**config.mk**
```make
export PLATFORM = sky130hd
export DESIGN_NAME = uart_dbg_top
export DESIGN_NICKNAME = d
export VERILOG_FILES = /design/src/source/uart_pkg.sv /design/src/source/dbg_pkg.sv /design/src/source/uart_rx.sv /design/src/source/byte_fifo.sv /design/src/source/uart_tx.sv /design/src/source/dbg_engine.sv /design/src/source/dbg_mem.sv /design/src/source/uart_dbg_top.sv
export VERILOG_INCLUDE_DIRS = /design/src /design/src/include
export SDC_FILE = /design/constraint.sdc
export NUM_CORES = 2
export LEC_CHECK = 0
export BUFFER_PORTS_ARGS = -buffer_cell sky130_fd_sc_hd__buf_2
export CAP_MARGIN = 20
export CORE_UTILIZATION = 57
export CTS_CLUSTER_DIAMETER = 120
export CTS_CLUSTER_SIZE = 28
export DETAILED_ROUTE_END_ITERATION = 16
export PLACE_DENSITY = 0.78
export SLEW_MARGIN = 20
export SYNTH_ARGS = -nofsm -noshare
export SYNTH_HDL_FRONTEND = slang
export SYNTH_SLANG_ARGS = --single-unit
```
**constraint.sdc**
```tcl
create_clock -name clk -period 9.9 [get_ports clk]
set_clock_uncertainty 0.15 [all_clocks]
set_input_delay 0.495 -clock clk [delete_from_list [all_inputs] [get_ports clk]]
set_output_delay 0.495 -clock clk [all_outputs]
set_load 0.03 [all_outputs]
```
**src/include/uart_dbg_macros.svh**
```systemverilog
// UART debug loader build constants
// Serial timing, buffer depth and memory size shared by RTL and testbench

`ifndef UART_DBG_MACROS_SVH
`define UART_DBG_MACROS_SVH

////////////////////////////////////////////////////////////
// Serial line
////////////////////////////////////////////////////////////

// Clock cycles per serial bit
`define UART_CLKS_PER_BIT 8

////////////////////////////////////////////////////////////
// Buffering and storage
////////////////////////////////////////////////////////////

`define DBG_FIFO_DEPTH 16
`define DBG_MEM_DEPTH  256

`endif

```
**src/source/uart_pkg.sv**
```systemverilog
// UART line-level types
// Payload byte and the bit-level states of receiver and transmitter

package uart_pkg;

  typedef logic [7:0] byte_t;

  typedef enum logic [1:0] {
    RX_IDLE,
    RX_START,
    RX_DATA,
    RX_STOP
  } rx_state_e;

  typedef enum logic [1:0] {
    TX_IDLE,
    TX_START,
    TX_DATA,
    TX_STOP
  } tx_state_e;

endpackage

```
**src/source/dbg_pkg.sv**
```systemverilog
// Debug protocol types
// Command and reply codes, transfer fields and engine states

`include "uart_dbg_macros.svh"

package dbg_pkg;

  // Byte codes seen on the serial line
  typedef enum logic [7:0] {
    CODE_EOT  = 8'h04,
    CODE_ACK  = 8'h06,
    CMD_READ  = 8'h11,
    CMD_WRITE = 8'h12
  } cmd_e;

  typedef logic [$clog2(`DBG_MEM_DEPTH)-1:0] mem_addr_t;
  typedef logic [15:0] len_t;

  typedef enum logic [2:0] {
    ENG_IDLE,
    ENG_ADDR,
    ENG_LEN,
    ENG_ACK,
    ENG_DATA,
    ENG_EOT
  } eng_state_e;

endpackage

```
**src/source/uart_rx.sv**
```systemverilog
// 8N1 UART receiver
// Samples each bit at mid-period and strobes the byte at the stop-bit midpoint

`include "uart_dbg_macros.svh"

module uart_rx (
  input  logic            clk,
  input  logic            arst_n_i,
  input  logic            uart_rx_i,
  output uart_pkg::byte_t rx_data_o,
  output logic            rx_valid_o
);
  import uart_pkg::*;

  localparam int CPB   = `UART_CLKS_PER_BIT;
  localparam int CNT_W = $clog2(CPB);

  logic [1:0]       sync_q;
  logic             rx_bit;
  rx_state_e        state_q;
  logic [CNT_W-1:0] cnt_q;
  logic [2:0]       bit_idx_q;
  byte_t            shift_q;
  logic             half_end;
  logic             bit_end;

  assign rx_bit    = sync_q[1];
  assign half_end  = (cnt_q == CNT_W'(CPB / 2 - 1));
  assign bit_end   = (cnt_q == CNT_W'(CPB - 1));
  assign rx_data_o = shift_q;

  // Two-flop synchronizer, idles high like the line
  always_ff @(posedge clk or negedge arst_n_i) begin
    if (!arst_n_i) begin
      sync_q <= 2'b11;
    end else begin
      sync_q <= {sync_q[0], uart_rx_i};
    end
  end

  always_ff @(posedge clk or negedge arst_n_i) begin
    if (!arst_n_i) begin
      state_q    <= RX_IDLE;
      cnt_q      <= '0;
      bit_idx_q  <= '0;
      rx_valid_o <= 1'b0;
    end else begin
      rx_valid_o <= 1'b0;
      case (state_q)
        RX_IDLE: begin
          cnt_q <= '0;
          if (!rx_bit) begin
            state_q <= RX_START;
          end
        end
        RX_START: begin
          cnt_q <= cnt_q + 1'b1;
          // Glitch shorter than half a bit goes back to idle
          if (half_end) begin
            cnt_q   <= '0;
            state_q <= rx_bit ? RX_IDLE : RX_DATA;
          end
        end
        RX_DATA: begin
          cnt_q <= cnt_q + 1'b1;
          if (bit_end) begin
            bit_idx_q <= bit_idx_q + 1'b1;
            if (bit_idx_q == 3'd7) begin
              state_q <= RX_STOP;
            end
          end
        end
        RX_STOP: begin
          cnt_q <= cnt_q + 1'b1;
          if (bit_end) begin
            // Framing error drops the byte
            rx_valid_o <= rx_bit;
            state_q    <= RX_IDLE;
          end
        end
        default: begin
          state_q <= RX_IDLE;
        end
      endcase
    end
  end

  // LSB first, so shift in from the top
  always_ff @(posedge clk) begin
    if (state_q == RX_DATA && bit_end) begin
      shift_q <= {rx_bit, shift_q[7:1]};
    end
  end

endmodule

```
**src/source/byte_fifo.sv**
```systemverilog
// Synchronous first-word-fall-through byte FIFO
// Head is visible on data_o whenever the FIFO is not empty

`include "uart_dbg_macros.svh"

module byte_fifo #(
  parameter int DEPTH = `DBG_FIFO_DEPTH
) (
  input  logic            clk,
  input  logic            arst_n_i,
  input  logic            push_i,
  input  uart_pkg::byte_t data_i,
  input  logic            pop_i,
  output uart_pkg::byte_t data_o,
  output logic            full_o,
  output logic            empty_o
);
  import uart_pkg::*;

  localparam int PTR_W = $clog2(DEPTH);
  localparam int CNT_W = $clog2(DEPTH + 1);

  byte_t            mem_q [DEPTH];
  logic [PTR_W-1:0] wptr_q;
  logic [PTR_W-1:0] rptr_q;
  logic [CNT_W-1:0] count_q;
  logic             do_push;
  logic             do_pop;

  assign full_o  = (count_q == CNT_W'(DEPTH));
  assign empty_o = (count_q == '0);
  assign do_push = push_i && !full_o;
  assign do_pop  = pop_i && !empty_o;
  assign data_o  = mem_q[rptr_q];

  always_ff @(posedge clk or negedge arst_n_i) begin
    if (!arst_n_i) begin
      wptr_q  <= '0;
      rptr_q  <= '0;
      count_q <= '0;
    end else begin
      if (do_push) begin
        wptr_q <= (wptr_q == PTR_W'(DEPTH - 1)) ? '0 : wptr_q + 1'b1;
      end
      if (do_pop) begin
        rptr_q <= (rptr_q == PTR_W'(DEPTH - 1)) ? '0 : rptr_q + 1'b1;
      end
      count_q <= count_q + CNT_W'(do_push) - CNT_W'(do_pop);
    end
  end

  always_ff @(posedge clk) begin
    if (do_push) begin
      mem_q[wptr_q] <= data_i;
    end
  end

endmodule

```
**src/source/uart_tx.sv**
```systemverilog
// 8N1 UART transmitter
// Pops a byte from the transmit FIFO and shifts it out LSB first

`include "uart_dbg_macros.svh"

module uart_tx (
  input  logic            clk,
  input  logic            arst_n_i,
  input  uart_pkg::byte_t tx_data_i,
  input  logic            tx_pending_i,
  output logic            tx_pop_o,
  output logic            uart_tx_o
);
  import uart_pkg::*;

  localparam int CPB   = `UART_CLKS_PER_BIT;
  localparam int CNT_W = $clog2(CPB);

  tx_state_e        state_q;
  logic [CNT_W-1:0] cnt_q;
  logic [2:0]       bit_idx_q;
  byte_t            shift_q;
  logic             bit_end;
  logic             shift_en;

  assign bit_end  = (cnt_q == CNT_W'(CPB - 1));
  assign shift_en = bit_end && (state_q == TX_START || state_q == TX_DATA);

  // Next byte is taken at the end of the stop bit, so frames run back to back
  assign tx_pop_o = tx_pending_i &&
                    (state_q == TX_IDLE || (state_q == TX_STOP && bit_end));

  always_ff @(posedge clk or negedge arst_n_i) begin
    if (!arst_n_i) begin
      state_q   <= TX_IDLE;
      cnt_q     <= '0;
      bit_idx_q <= '0;
      uart_tx_o <= 1'b1;
    end else begin
      cnt_q <= bit_end ? '0 : cnt_q + 1'b1;
      case (state_q)
        TX_IDLE: begin
          cnt_q <= '0;
          if (tx_pop_o) begin
            state_q   <= TX_START;
            uart_tx_o <= 1'b0;
          end
        end
        TX_START: begin
          if (bit_end) begin
            state_q   <= TX_DATA;
            bit_idx_q <= '0;
            uart_tx_o <= shift_q[0];
          end
        end
        TX_DATA: begin
          if (bit_end) begin
            bit_idx_q <= bit_idx_q + 1'b1;
            if (bit_idx_q == 3'd7) begin
              state_q   <= TX_STOP;
              uart_tx_o <= 1'b1;
            end else begin
              uart_tx_o <= shift_q[0];
            end
          end
        end
        TX_STOP: begin
          if (bit_end) begin
            state_q   <= tx_pop_o ? TX_START : TX_IDLE;
            uart_tx_o <= !tx_pop_o;
          end
        end
        default: begin
          state_q <= TX_IDLE;
        end
      endcase
    end
  end

  always_ff @(posedge clk) begin
    if (tx_pop_o) begin
      shift_q <= tx_data_i;
    end else if (shift_en) begin
      shift_q <= {1'b0, shift_q[7:1]};
    end
  end

endmodule

```
**src/source/dbg_engine.sv**
```systemverilog
// Debug command engine
// Decodes ACK, read and write commands and moves bytes between FIFOs and memory

module dbg_engine (
  input  logic               clk,
  input  logic               arst_n_i,
  // Receive FIFO
  input  uart_pkg::byte_t    rx_data_i,
  input  logic               rx_empty_i,
  output logic               rx_pop_o,
  // Transmit FIFO
  output uart_pkg::byte_t    tx_data_o,
  output logic               tx_push_o,
  input  logic               tx_full_i,
  // Memory port
  output logic               mem_req_o,
  output logic               mem_we_o,
  output dbg_pkg::mem_addr_t mem_addr_o,
  output uart_pkg::byte_t    mem_wdata_o,
  input  uart_pkg::byte_t    mem_rdata_i
);
  import dbg_pkg::*;

  eng_state_e state_q;
  logic       is_write_q;
  logic [2:0] cnt_q;
  mem_addr_t  addr_q;
  len_t       len_q;
  logic       rd_pend_q;

  ////////////////////////////////////////////////////////////
  // Strobes and data paths
  ////////////////////////////////////////////////////////////

  always_comb begin
    rx_pop_o    = 1'b0;
    tx_push_o   = 1'b0;
    tx_data_o   = CODE_ACK;
    mem_req_o   = 1'b0;
    mem_we_o    = is_write_q;
    mem_addr_o  = addr_q;
    mem_wdata_o = rx_data_i;
    case (state_q)
      ENG_IDLE: begin
        if (!rx_empty_i) begin
          if (rx_data_i == CODE_ACK) begin
            // Challenge waits in the FIFO until the reply fits
            rx_pop_o  = !tx_full_i;
            tx_push_o = !tx_full_i;
          end else begin
            rx_pop_o = 1'b1;
          end
        end
      end
      ENG_ADDR, ENG_LEN: begin
        rx_pop_o = !rx_empty_i;
      end
      ENG_ACK: begin
        tx_push_o = !tx_full_i;
      end
      ENG_DATA: begin
        if (len_q != '0) begin
          if (is_write_q) begin
            rx_pop_o  = !rx_empty_i;
            mem_req_o = !rx_empty_i;
          end else if (!rd_pend_q) begin
            mem_req_o = 1'b1;
          end else begin
            // Read data stays on the memory output until the next request
            tx_push_o = !tx_full_i;
            tx_data_o = mem_rdata_i;
          end
        end
      end
      ENG_EOT: begin
        tx_push_o = !tx_full_i;
        tx_data_o = CODE_EOT;
      end
      default: begin
        rx_pop_o = 1'b0;
      end
    endcase
  end

  ////////////////////////////////////////////////////////////
  // Command FSM
  ////////////////////////////////////////////////////////////

  always_ff @(posedge clk or negedge arst_n_i) begin
    if (!arst_n_i) begin
      state_q    <= ENG_IDLE;
      is_write_q <= 1'b0;
      cnt_q      <= '0;
      addr_q     <= '0;
      len_q      <= '0;
      rd_pend_q  <= 1'b0;
    end else begin
      case (state_q)
        ENG_IDLE: begin
          if (rx_pop_o && (rx_data_i == CMD_READ || rx_data_i == CMD_WRITE)) begin
            is_write_q <= (rx_data_i == CMD_WRITE);
            cnt_q      <= '0;
            state_q    <= ENG_ADDR;
          end
        end
        ENG_ADDR: begin
          // Eight address bytes, only the lowest one is kept
          if (rx_pop_o) begin
            cnt_q <= cnt_q + 1'b1;
            if (cnt_q == 3'd0) begin
              addr_q <= mem_addr_t'(rx_data_i);
            end
            if (cnt_q == 3'd7) begin
              state_q <= ENG_LEN;
            end
          end
        end
        ENG_LEN: begin
          if (rx_pop_o) begin
            cnt_q <= cnt_q + 1'b1;
            if (cnt_q == 3'd0) begin
              len_q[7:0] <= rx_data_i;
            end
            if (cnt_q == 3'd1) begin
              len_q[15:8] <= rx_data_i;
            end
            if (cnt_q == 3'd7) begin
              state_q <= ENG_ACK;
            end
          end
        end
        ENG_ACK: begin
          if (tx_push_o) begin
            rd_pend_q <= 1'b0;
            state_q   <= ENG_DATA;
          end
        end
        ENG_DATA: begin
          if (len_q == '0) begin
            state_q <= ENG_EOT;
          end else if (is_write_q) begin
            if (rx_pop_o) begin
              addr_q <= addr_q + 1'b1;
              len_q  <= len_q - 1'b1;
            end
          end else if (!rd_pend_q) begin
            rd_pend_q <= 1'b1;
          end else if (tx_push_o) begin
            rd_pend_q <= 1'b0;
            addr_q    <= addr_q + 1'b1;
            len_q     <= len_q - 1'b1;
          end
        end
        ENG_EOT: begin
          if (tx_push_o) begin
            state_q <= ENG_IDLE;
          end
        end
        default: begin
          state_q <= ENG_IDLE;
        end
      endcase
    end
  end

endmodule

```
**src/source/dbg_mem.sv**
```systemverilog
// Byte-wide debug memory
// Single read/write port with a registered read

`include "uart_dbg_macros.svh"

module dbg_mem (
  input  logic               clk,
  input  logic               mem_req_i,
  input  logic               mem_we_i,
  input  dbg_pkg::mem_addr_t mem_addr_i,
  input  uart_pkg::byte_t    mem_wdata_i,
  output uart_pkg::byte_t    mem_rdata_o
);
  import uart_pkg::*;

  byte_t mem_q [`DBG_MEM_DEPTH];

  // Read data holds until the next read request
  always_ff @(posedge clk) begin
    if (mem_req_i) begin
      if (mem_we_i) begin
        mem_q[mem_addr_i] <= mem_wdata_i;
      end else begin
        mem_rdata_o <= mem_q[mem_addr_i];
      end
    end
  end

endmodule

```
**src/source/uart_dbg_top.sv**
```systemverilog
// UART debug loader top level
// Receiver, byte FIFOs, command engine, memory and transmitter

`include "uart_dbg_macros.svh"

module uart_dbg_top (
  input  logic clk,
  input  logic arst_n_i,
  input  logic uart_rx_i,
  output logic uart_tx_o,
  output logic rx_overrun_o
);
  import uart_pkg::*;
  import dbg_pkg::*;

  byte_t     rx_data;
  logic      rx_valid;
  byte_t     rx_head;
  logic      rx_pop;
  logic      rx_full;
  logic      rx_empty;
  byte_t     tx_data;
  logic      tx_push;
  logic      tx_full;
  logic      tx_empty;
  byte_t     tx_head;
  logic      tx_pop;
  logic      mem_req;
  logic      mem_we;
  mem_addr_t mem_addr;
  byte_t     mem_wdata;
  byte_t     mem_rdata;

  uart_rx u_uart_rx (
    .clk        (clk),
    .arst_n_i   (arst_n_i),
    .uart_rx_i  (uart_rx_i),
    .rx_data_o  (rx_data),
    .rx_valid_o (rx_valid)
  );

  byte_fifo #(
    .DEPTH (`DBG_FIFO_DEPTH)
  ) u_rx_fifo (
    .clk      (clk),
    .arst_n_i (arst_n_i),
    .push_i   (rx_valid),
    .data_i   (rx_data),
    .pop_i    (rx_pop),
    .data_o   (rx_head),
    .full_o   (rx_full),
    .empty_o  (rx_empty)
  );

  // Sticky until reset, a byte arrived with nowhere to go
  always_ff @(posedge clk or negedge arst_n_i) begin
    if (!arst_n_i) begin
      rx_overrun_o <= 1'b0;
    end else if (rx_valid && rx_full) begin
      rx_overrun_o <= 1'b1;
    end
  end

  dbg_engine u_dbg_engine (
    .clk         (clk),
    .arst_n_i    (arst_n_i),
    .rx_data_i   (rx_head),
    .rx_empty_i  (rx_empty),
    .rx_pop_o    (rx_pop),
    .tx_data_o   (tx_data),
    .tx_push_o   (tx_push),
    .tx_full_i   (tx_full),
    .mem_req_o   (mem_req),
    .mem_we_o    (mem_we),
    .mem_addr_o  (mem_addr),
    .mem_wdata_o (mem_wdata),
    .mem_rdata_i (mem_rdata)
  );

  dbg_mem u_dbg_mem (
    .clk         (clk),
    .mem_req_i   (mem_req),
    .mem_we_i    (mem_we),
    .mem_addr_i  (mem_addr),
    .mem_wdata_i (mem_wdata),
    .mem_rdata_o (mem_rdata)
  );

  byte_fifo #(
    .DEPTH (`DBG_FIFO_DEPTH)
  ) u_tx_fifo (
    .clk      (clk),
    .arst_n_i (arst_n_i),
    .push_i   (tx_push),
    .data_i   (tx_data),
    .pop_i    (tx_pop),
    .data_o   (tx_head),
    .full_o   (tx_full),
    .empty_o  (tx_empty)
  );

  uart_tx u_uart_tx (
    .clk          (clk),
    .arst_n_i     (arst_n_i),
    .tx_data_i    (tx_head),
    .tx_pending_i (!tx_empty),
    .tx_pop_o     (tx_pop),
    .uart_tx_o    (uart_tx_o)
  );

endmodule

```
# After elaboration in Yosys (flattened, before gate mapping)
# Memory sizes are Yosys's and may differ from the RTL's. A register that Yosys moved wholly into a read port is not among the register bits.
# Index checks and enable logic that the tools add are counted.
# classes
n_shift,0
bitwise,1
mul,0
addsub,15
n_lt_le_gt_ge,0
eq_ne,54
n_mux,95
div_mod_pow,0
n_reduce_logical,48
# op_table
op,n
$mux 8,13
$mux 16,6
$mux 3,15
$ne 2x1->1 const B,19
$mux 1,33
$pmux 16 s2,1
$pmux 8 s2,2
$mux 2,11
$eq 3x3->1 const B,7
$reduce_and 7->1,3
$pmux 3 s6,1
$add 4x1->4 const B,4
$eq 4x4->1 const B,4
$eq 8x5->1 const B,2
$logic_not 16->1,1
$mux 4,4
$pmux 2 s4,2
$reduce_bool 16->1,1
$sub 16x1->16 const B,1
$add 3x1->3 const B,5
$pmux 3 s2,2
$reduce_bool 2->1,6
$add 5x1->5,2
$eq 5x5->1 const B,2
27 further kinds,66
# word_totals
romBits,0
latch_bits,0
inputBits,3
mem_bits_rw,2304
mem_count,3
register_bits,95
# memory_table
memory,depth,width,rd,rd_clocked_by_memory_dff,write_ports,line_no,source
u_dbg_mem.mem_q,256,8,1,1,1,dbg_mem.sv:16,byte_t mem_q [`DBG_MEM_DEPTH];
u_rx_fifo.mem_q,16,8,1,0,1,byte_fifo.sv:23,byte_t mem_q [DEPTH];
u_tx_fifo.mem_q,16,8,1,0,1,byte_fifo.sv:23,

# Longest topological paths before layout
# depth
ltp_word,11
mapped_depth,20
ltp_nobuf,19

# Modules after synthesis
# From an unflattened synthesis, not the netlist that was laid out.
# hier_totals
hier_cells,4574
hier_area_um2,94174.1
# modules_own_cells
mod,seq_area_each_um2,area_per_inst_um2,cells_each,instances
dbg_mem,61739.2,78376.4,3526,1
byte_fifo,4169.0,5783.0,310,2
dbg_engine,800.8,2521.2,305,1
uart_tx,466.7,913.4,72,1
uart_rx,518.0,760.7,48,1
uart_dbg_top,25.0,36.3,3,1

# Worst setup path after synthesis
# No wires, ideal clock.
# synth_path
path_type,reg2reg
start,register u_rx_fifo.rptr_q[0]
end,"memory u_dbg_mem.mem_q[0][1] in the netlist's numbering, data pin"
setup_slack_ns,-0.106
arrival_ns,8.258
required_time_ns,8.152
stages_incl_launch_ff,6
path_cell_list,dfrtp_1 > buf_2 > buf_1 > mux2_2 > nor2_1 > a21oi_1
# synth_between
elab_chain_len,1
# synth_lines
element,line_no,source
"start, declared",byte_fifo.sv:25,logic [PTR_W-1:0] rptr_q;
"start signal, assigned",byte_fifo.sv:46,rptr_q <= (rptr_q == PTR_W'(DEPTH - 1)) ? '0 : rptr_q + 1'b1;
$mem_v2 16x8,n/a,
via mem_wdata[1],uart_dbg_top.sv:31,byte_t mem_wdata;
"end, declared",dbg_mem.sv:16,
# The timed path passes the listed nets, and every way through them passes these cells.

==> metrics.txt <==
arrival time of data at the critical path endpoint roughly 5.7 ns; number of cells in the design after placement ~6,400; initial standard-cell utilization of the core 0.574; cell type with the largest total area after synthesis sky130_fd_sc_hd__edfxtp_1; area of the multi-input gates 21,600 um^2; Pre-Repair DR Iteration Count 6; area added between synthesis and finish 5.59%; setup violation total in the final timing report 0; synthesized instance count around 4,300; Placement Cell Area around 97,000 um^2; transition time of the tightest slew-check pin 1.15 ns; xor and xnor fraction of the mapped netlist area 0.00130; category of the worst setup path launch point register; Worst Hold Margin 0.183 ns; worst setup path category register to register; Inserted Clock Buffers 96; Tightest Hold Check Type input pin to async pin; largest family of logic cells by synthesized area multiplexers; average size of a mapped cell 21.8 um^2; simple-gate portion of the synthesized area 0.0294; maximum buffer depth of the clock tree 3; weighted congestion at the end of routability-driven global placement 0.885; Cell variety after synth 77; Crit path top cell by count sky130_fd_sc_hd__mux4_2; Root Driver sky130_fd_sc_hd__clkbuf_16; Worst VDD drop around 0.0004 V; total negative slack 0 ns; clock tree from TritonCTS done; first-pass GRT wire length 314,000 um; kind of capture point of the worst setup path register; sequential cell fraction of total power 0.518; vias in the first global route 44,400; status finished clean; combinational fraction of design power 0.308; post-route standard cell area excluding fillers about 100,000 um^2; number of clock sinks seen by CTS around 2,400; # IOs 5; most instantiated library cell after synthesis sky130_fd_sc_hd__edfxtp_1; HPWL Detailed around 130,000 um; Register Area 71,900 um^2; setup repair bufs after CTS 0; Final Power 27.3 mW; Sw Share 0.328; share of synthesized cell area in full adder, half adder and majority cells 0.00651; crit-path max cell delay 0.87 ns; multiplexer share of the synthesized area 0.176; overall die area approximately 170,000 um^2; shortest clock period the worst path allows after layout between 5 and 6 ns; clock transition at the registers of the reported paths 0.12 ns; critical path fanouts, max 92; P_sw between 8 and 9 mW; total detailed-routing wirelength 214,000 um; Lkg Pwr about 30 nW; Slew headroom 0.230; slowest library cell on the worst path sky130_fd_sc_hd__a22oi_1; warnings from Yosys 0; post-route clock period utilization 0.536; Filler cells 11,000; maximum achievable frequency 189 MHz; pin count of the biggest net entering global routing 190; antenna violations before repair 8; Remaining Overflow, GRT 0; flip-flop cell with the highest count after synthesis sky130_fd_sc_hd__edfxtp_1; leading cell types by total area after synthesis sky130_fd_sc_hd__edfxtp_1, sky130_fd_sc_hd__mux4_2, sky130_fd_sc_hd__dfrtp_1; required time of the critical path 10.25 ns; source-to-sink clock delay at the later pin of the worst-skew pair about 0.78 ns; count of final max-slew check failures 0; net count of the mapped netlist 4,393; Clk pwr share 0.174; die outline height about 410 um; number of non-filler instances in the completed layout 6,488; setup repair after global routing missed its margin false; via count around 45,000; count of max-cap constraint violations 0; count of nets after finishing about 4,300; count of input and output buffers 4; critical-path cell list buf_4 > buf_12 > mux4_2 > mux4_2 > mux4_2 > a22oi_1 > nand2_1; netlist area before placement 94,600 um^2; internal power contribution approximately 18 mW; Avg Vias per Cell approximately 6.9; Power per Cell Area 273 nW/um^2; Async SR Flop Fraction 0.0328; Die Wd 409 um; layout cell share with drive strength beyond 1 0.227; drt drc 0; floorplan core area 165,000 um^2; hold violation total from the final report 0; number of enable flip-flop cells after synthesis 2,328; area share of the largest cell type after synthesis 0.739; residual antenna-violating net count after detailed routing 0; leading cell types by count after synthesis sky130_fd_sc_hd__edfxtp_1, sky130_fd_sc_hd__mux4_2, sky130_fd_sc_hd__nor2_1; Initial DRC Count 6,440; sequential fraction of the synthesis area 0.760; number of storage elements in the synthesis netlist 2,407; Clock H-tree levels 3; Global Route Usage Sum 0.259; num rows 149; final routed wire length divided by cell count 33.0 um; fraction of the mapped netlist area in compound gates 0.0140
-- cells in the final DEF (no fill, tap or decap), drive strengths merged, types with 5 or more instances in the layout --
cell type	count
edfxtp	2328
mux4	720
nor2	318
clkbuf	114
nand2	96
buf	77
dfrtp	76
inv	61
nand3	51
ha	46
a21oi	44
o21ai	37
and3	29
mux2	24
nor3	22
nand4	21
and2	19
nor2b	19
mux2i	17
a31oi	17
a22oi	15
o31ai	13
xnor2	10
a32oi	10
and4	7
a211oi	7
a21o	7
nor4	6
nand2b	6
o22ai	6
o22a	6
a32o	5
clkinv	5
-- logic make-up after synthesis --
group	after synthesis
flip-flops	2407
multiplexers	761
AND/OR/NAND/NOR	613
buffers and inverters	304
AO/OA/AOI/OAI	195
adder cells (fa/ha/maj)	48
XOR/XNOR	14
-- worst max-delay path: cells and delay by family (launching register included) --
kind	cells	cell delay, ns
flip-flops	1	0.84
AND/OR/NAND/NOR	1	0.15
AO/OA/AOI/OAI	1	0.87
multiplexers	3	1.53
buffers and inverters	2	1.35
-- layout make-up --
type,count,area share
well taps,2189,0.0274
multi-input cells,1631,0.217
clock buffers,114,0.0247
repair buffers,79,0.00748
diodes,1,0.0000251
clock inverters,11,0.00144
inverters,56,0.00236
flip-flops and latches,2407,0.720
-- state kept, by name, indices dropped and copies added, names as in the netlist, 4 cells and up, named ones only --
| name | cells |
|---|---|
| u_uart_tx.shift_q | 8 |
| u_rx_fifo.rptr_q | 4 |
| u_dbg_engine.len_q | 16 |
| u_tx_fifo.wptr_q | 4 |
| u_uart_rx.rx_data_o | 8 |
| u_rx_fifo.wptr_q | 4 |
| u_dbg_engine.mem_addr_o | 8 |
| u_dbg_mem.mem_rdata_o | 8 |
| u_rx_fifo.mem_q | 128 |
| u_rx_fifo.count_q | 5 |
| u_tx_fifo.count_q | 5 |
| u_tx_fifo.mem_q | 128 |
| u_tx_fifo.rptr_q | 4 |
| u_dbg_mem.mem_q | 2048 |
-- routing by layer --
layer  vias up  share of wire  track usage
met2      2675           0.48        0.402
met5         -        0.00022            0
met1     23700           0.37        0.367
met4         8          0.042       0.0944
met3       383           0.10       0.0559
li1      17800              -            -
-- final timing paths --
path	startpoint	end	slack (ns)	depth (start not counted)
max	u_dbg_engine.mem_addr_o[1]	u_dbg_mem.mem_rdata_o[4]	4.60	7
min	arst_n_i	u_uart_tx.bit_idx_q[2]	0.18	2
max reg2reg	u_dbg_engine.mem_addr_o[1]	u_dbg_mem.mem_rdata_o[4]	4.60	7
min reg2reg	u_uart_rx.sync_q[0]	u_uart_rx.sync_q[1]	0.22	0
max in group asynchronous	arst_n_i	u_dbg_engine.mem_addr_o[0]	8.83	2
min in group clk	u_uart_rx.sync_q[0]	u_uart_rx.sync_q[1]	0.22	0
-- per-stage QoR --
stage,utilization,setup slack [ns]
finish,0.606,4.60
global route,0.606,4.54
CTS,0.606,4.71
detailed placement,0.590,4.73
global placement,0.590,4.43
floorplan,-,0.00607
-- power groups by stage --
| stage | sequential, mW | clock [mW] | combinational, mW |
|---|---|---|---|
| 4_1_cts | 14.1 | 4.76 | 8.36 |
| 2_1_floorplan | 14.9 | 0 | 5.10 |
| 6_report | 14.1 | 4.74 | 8.41 |
| 3_3_place_gp | 14.3 | 0 | 8.11 |
| 5_1_grt | 14.2 | 5.05 | 8.83 |
| 3_5_place_dp | 14.4 | 0 | 8.35 |
-- timing repair --
| action | CTS | global route |
|---|---|---|
| gates resized for setup | 0 | 0 |
| endpoints found under the setup margin | 0 | 0 |
| hold buffers | 2 | 0 |
| hold endpoints to repair | 77 | 0 |
Power figures use the tool's default switching activity.
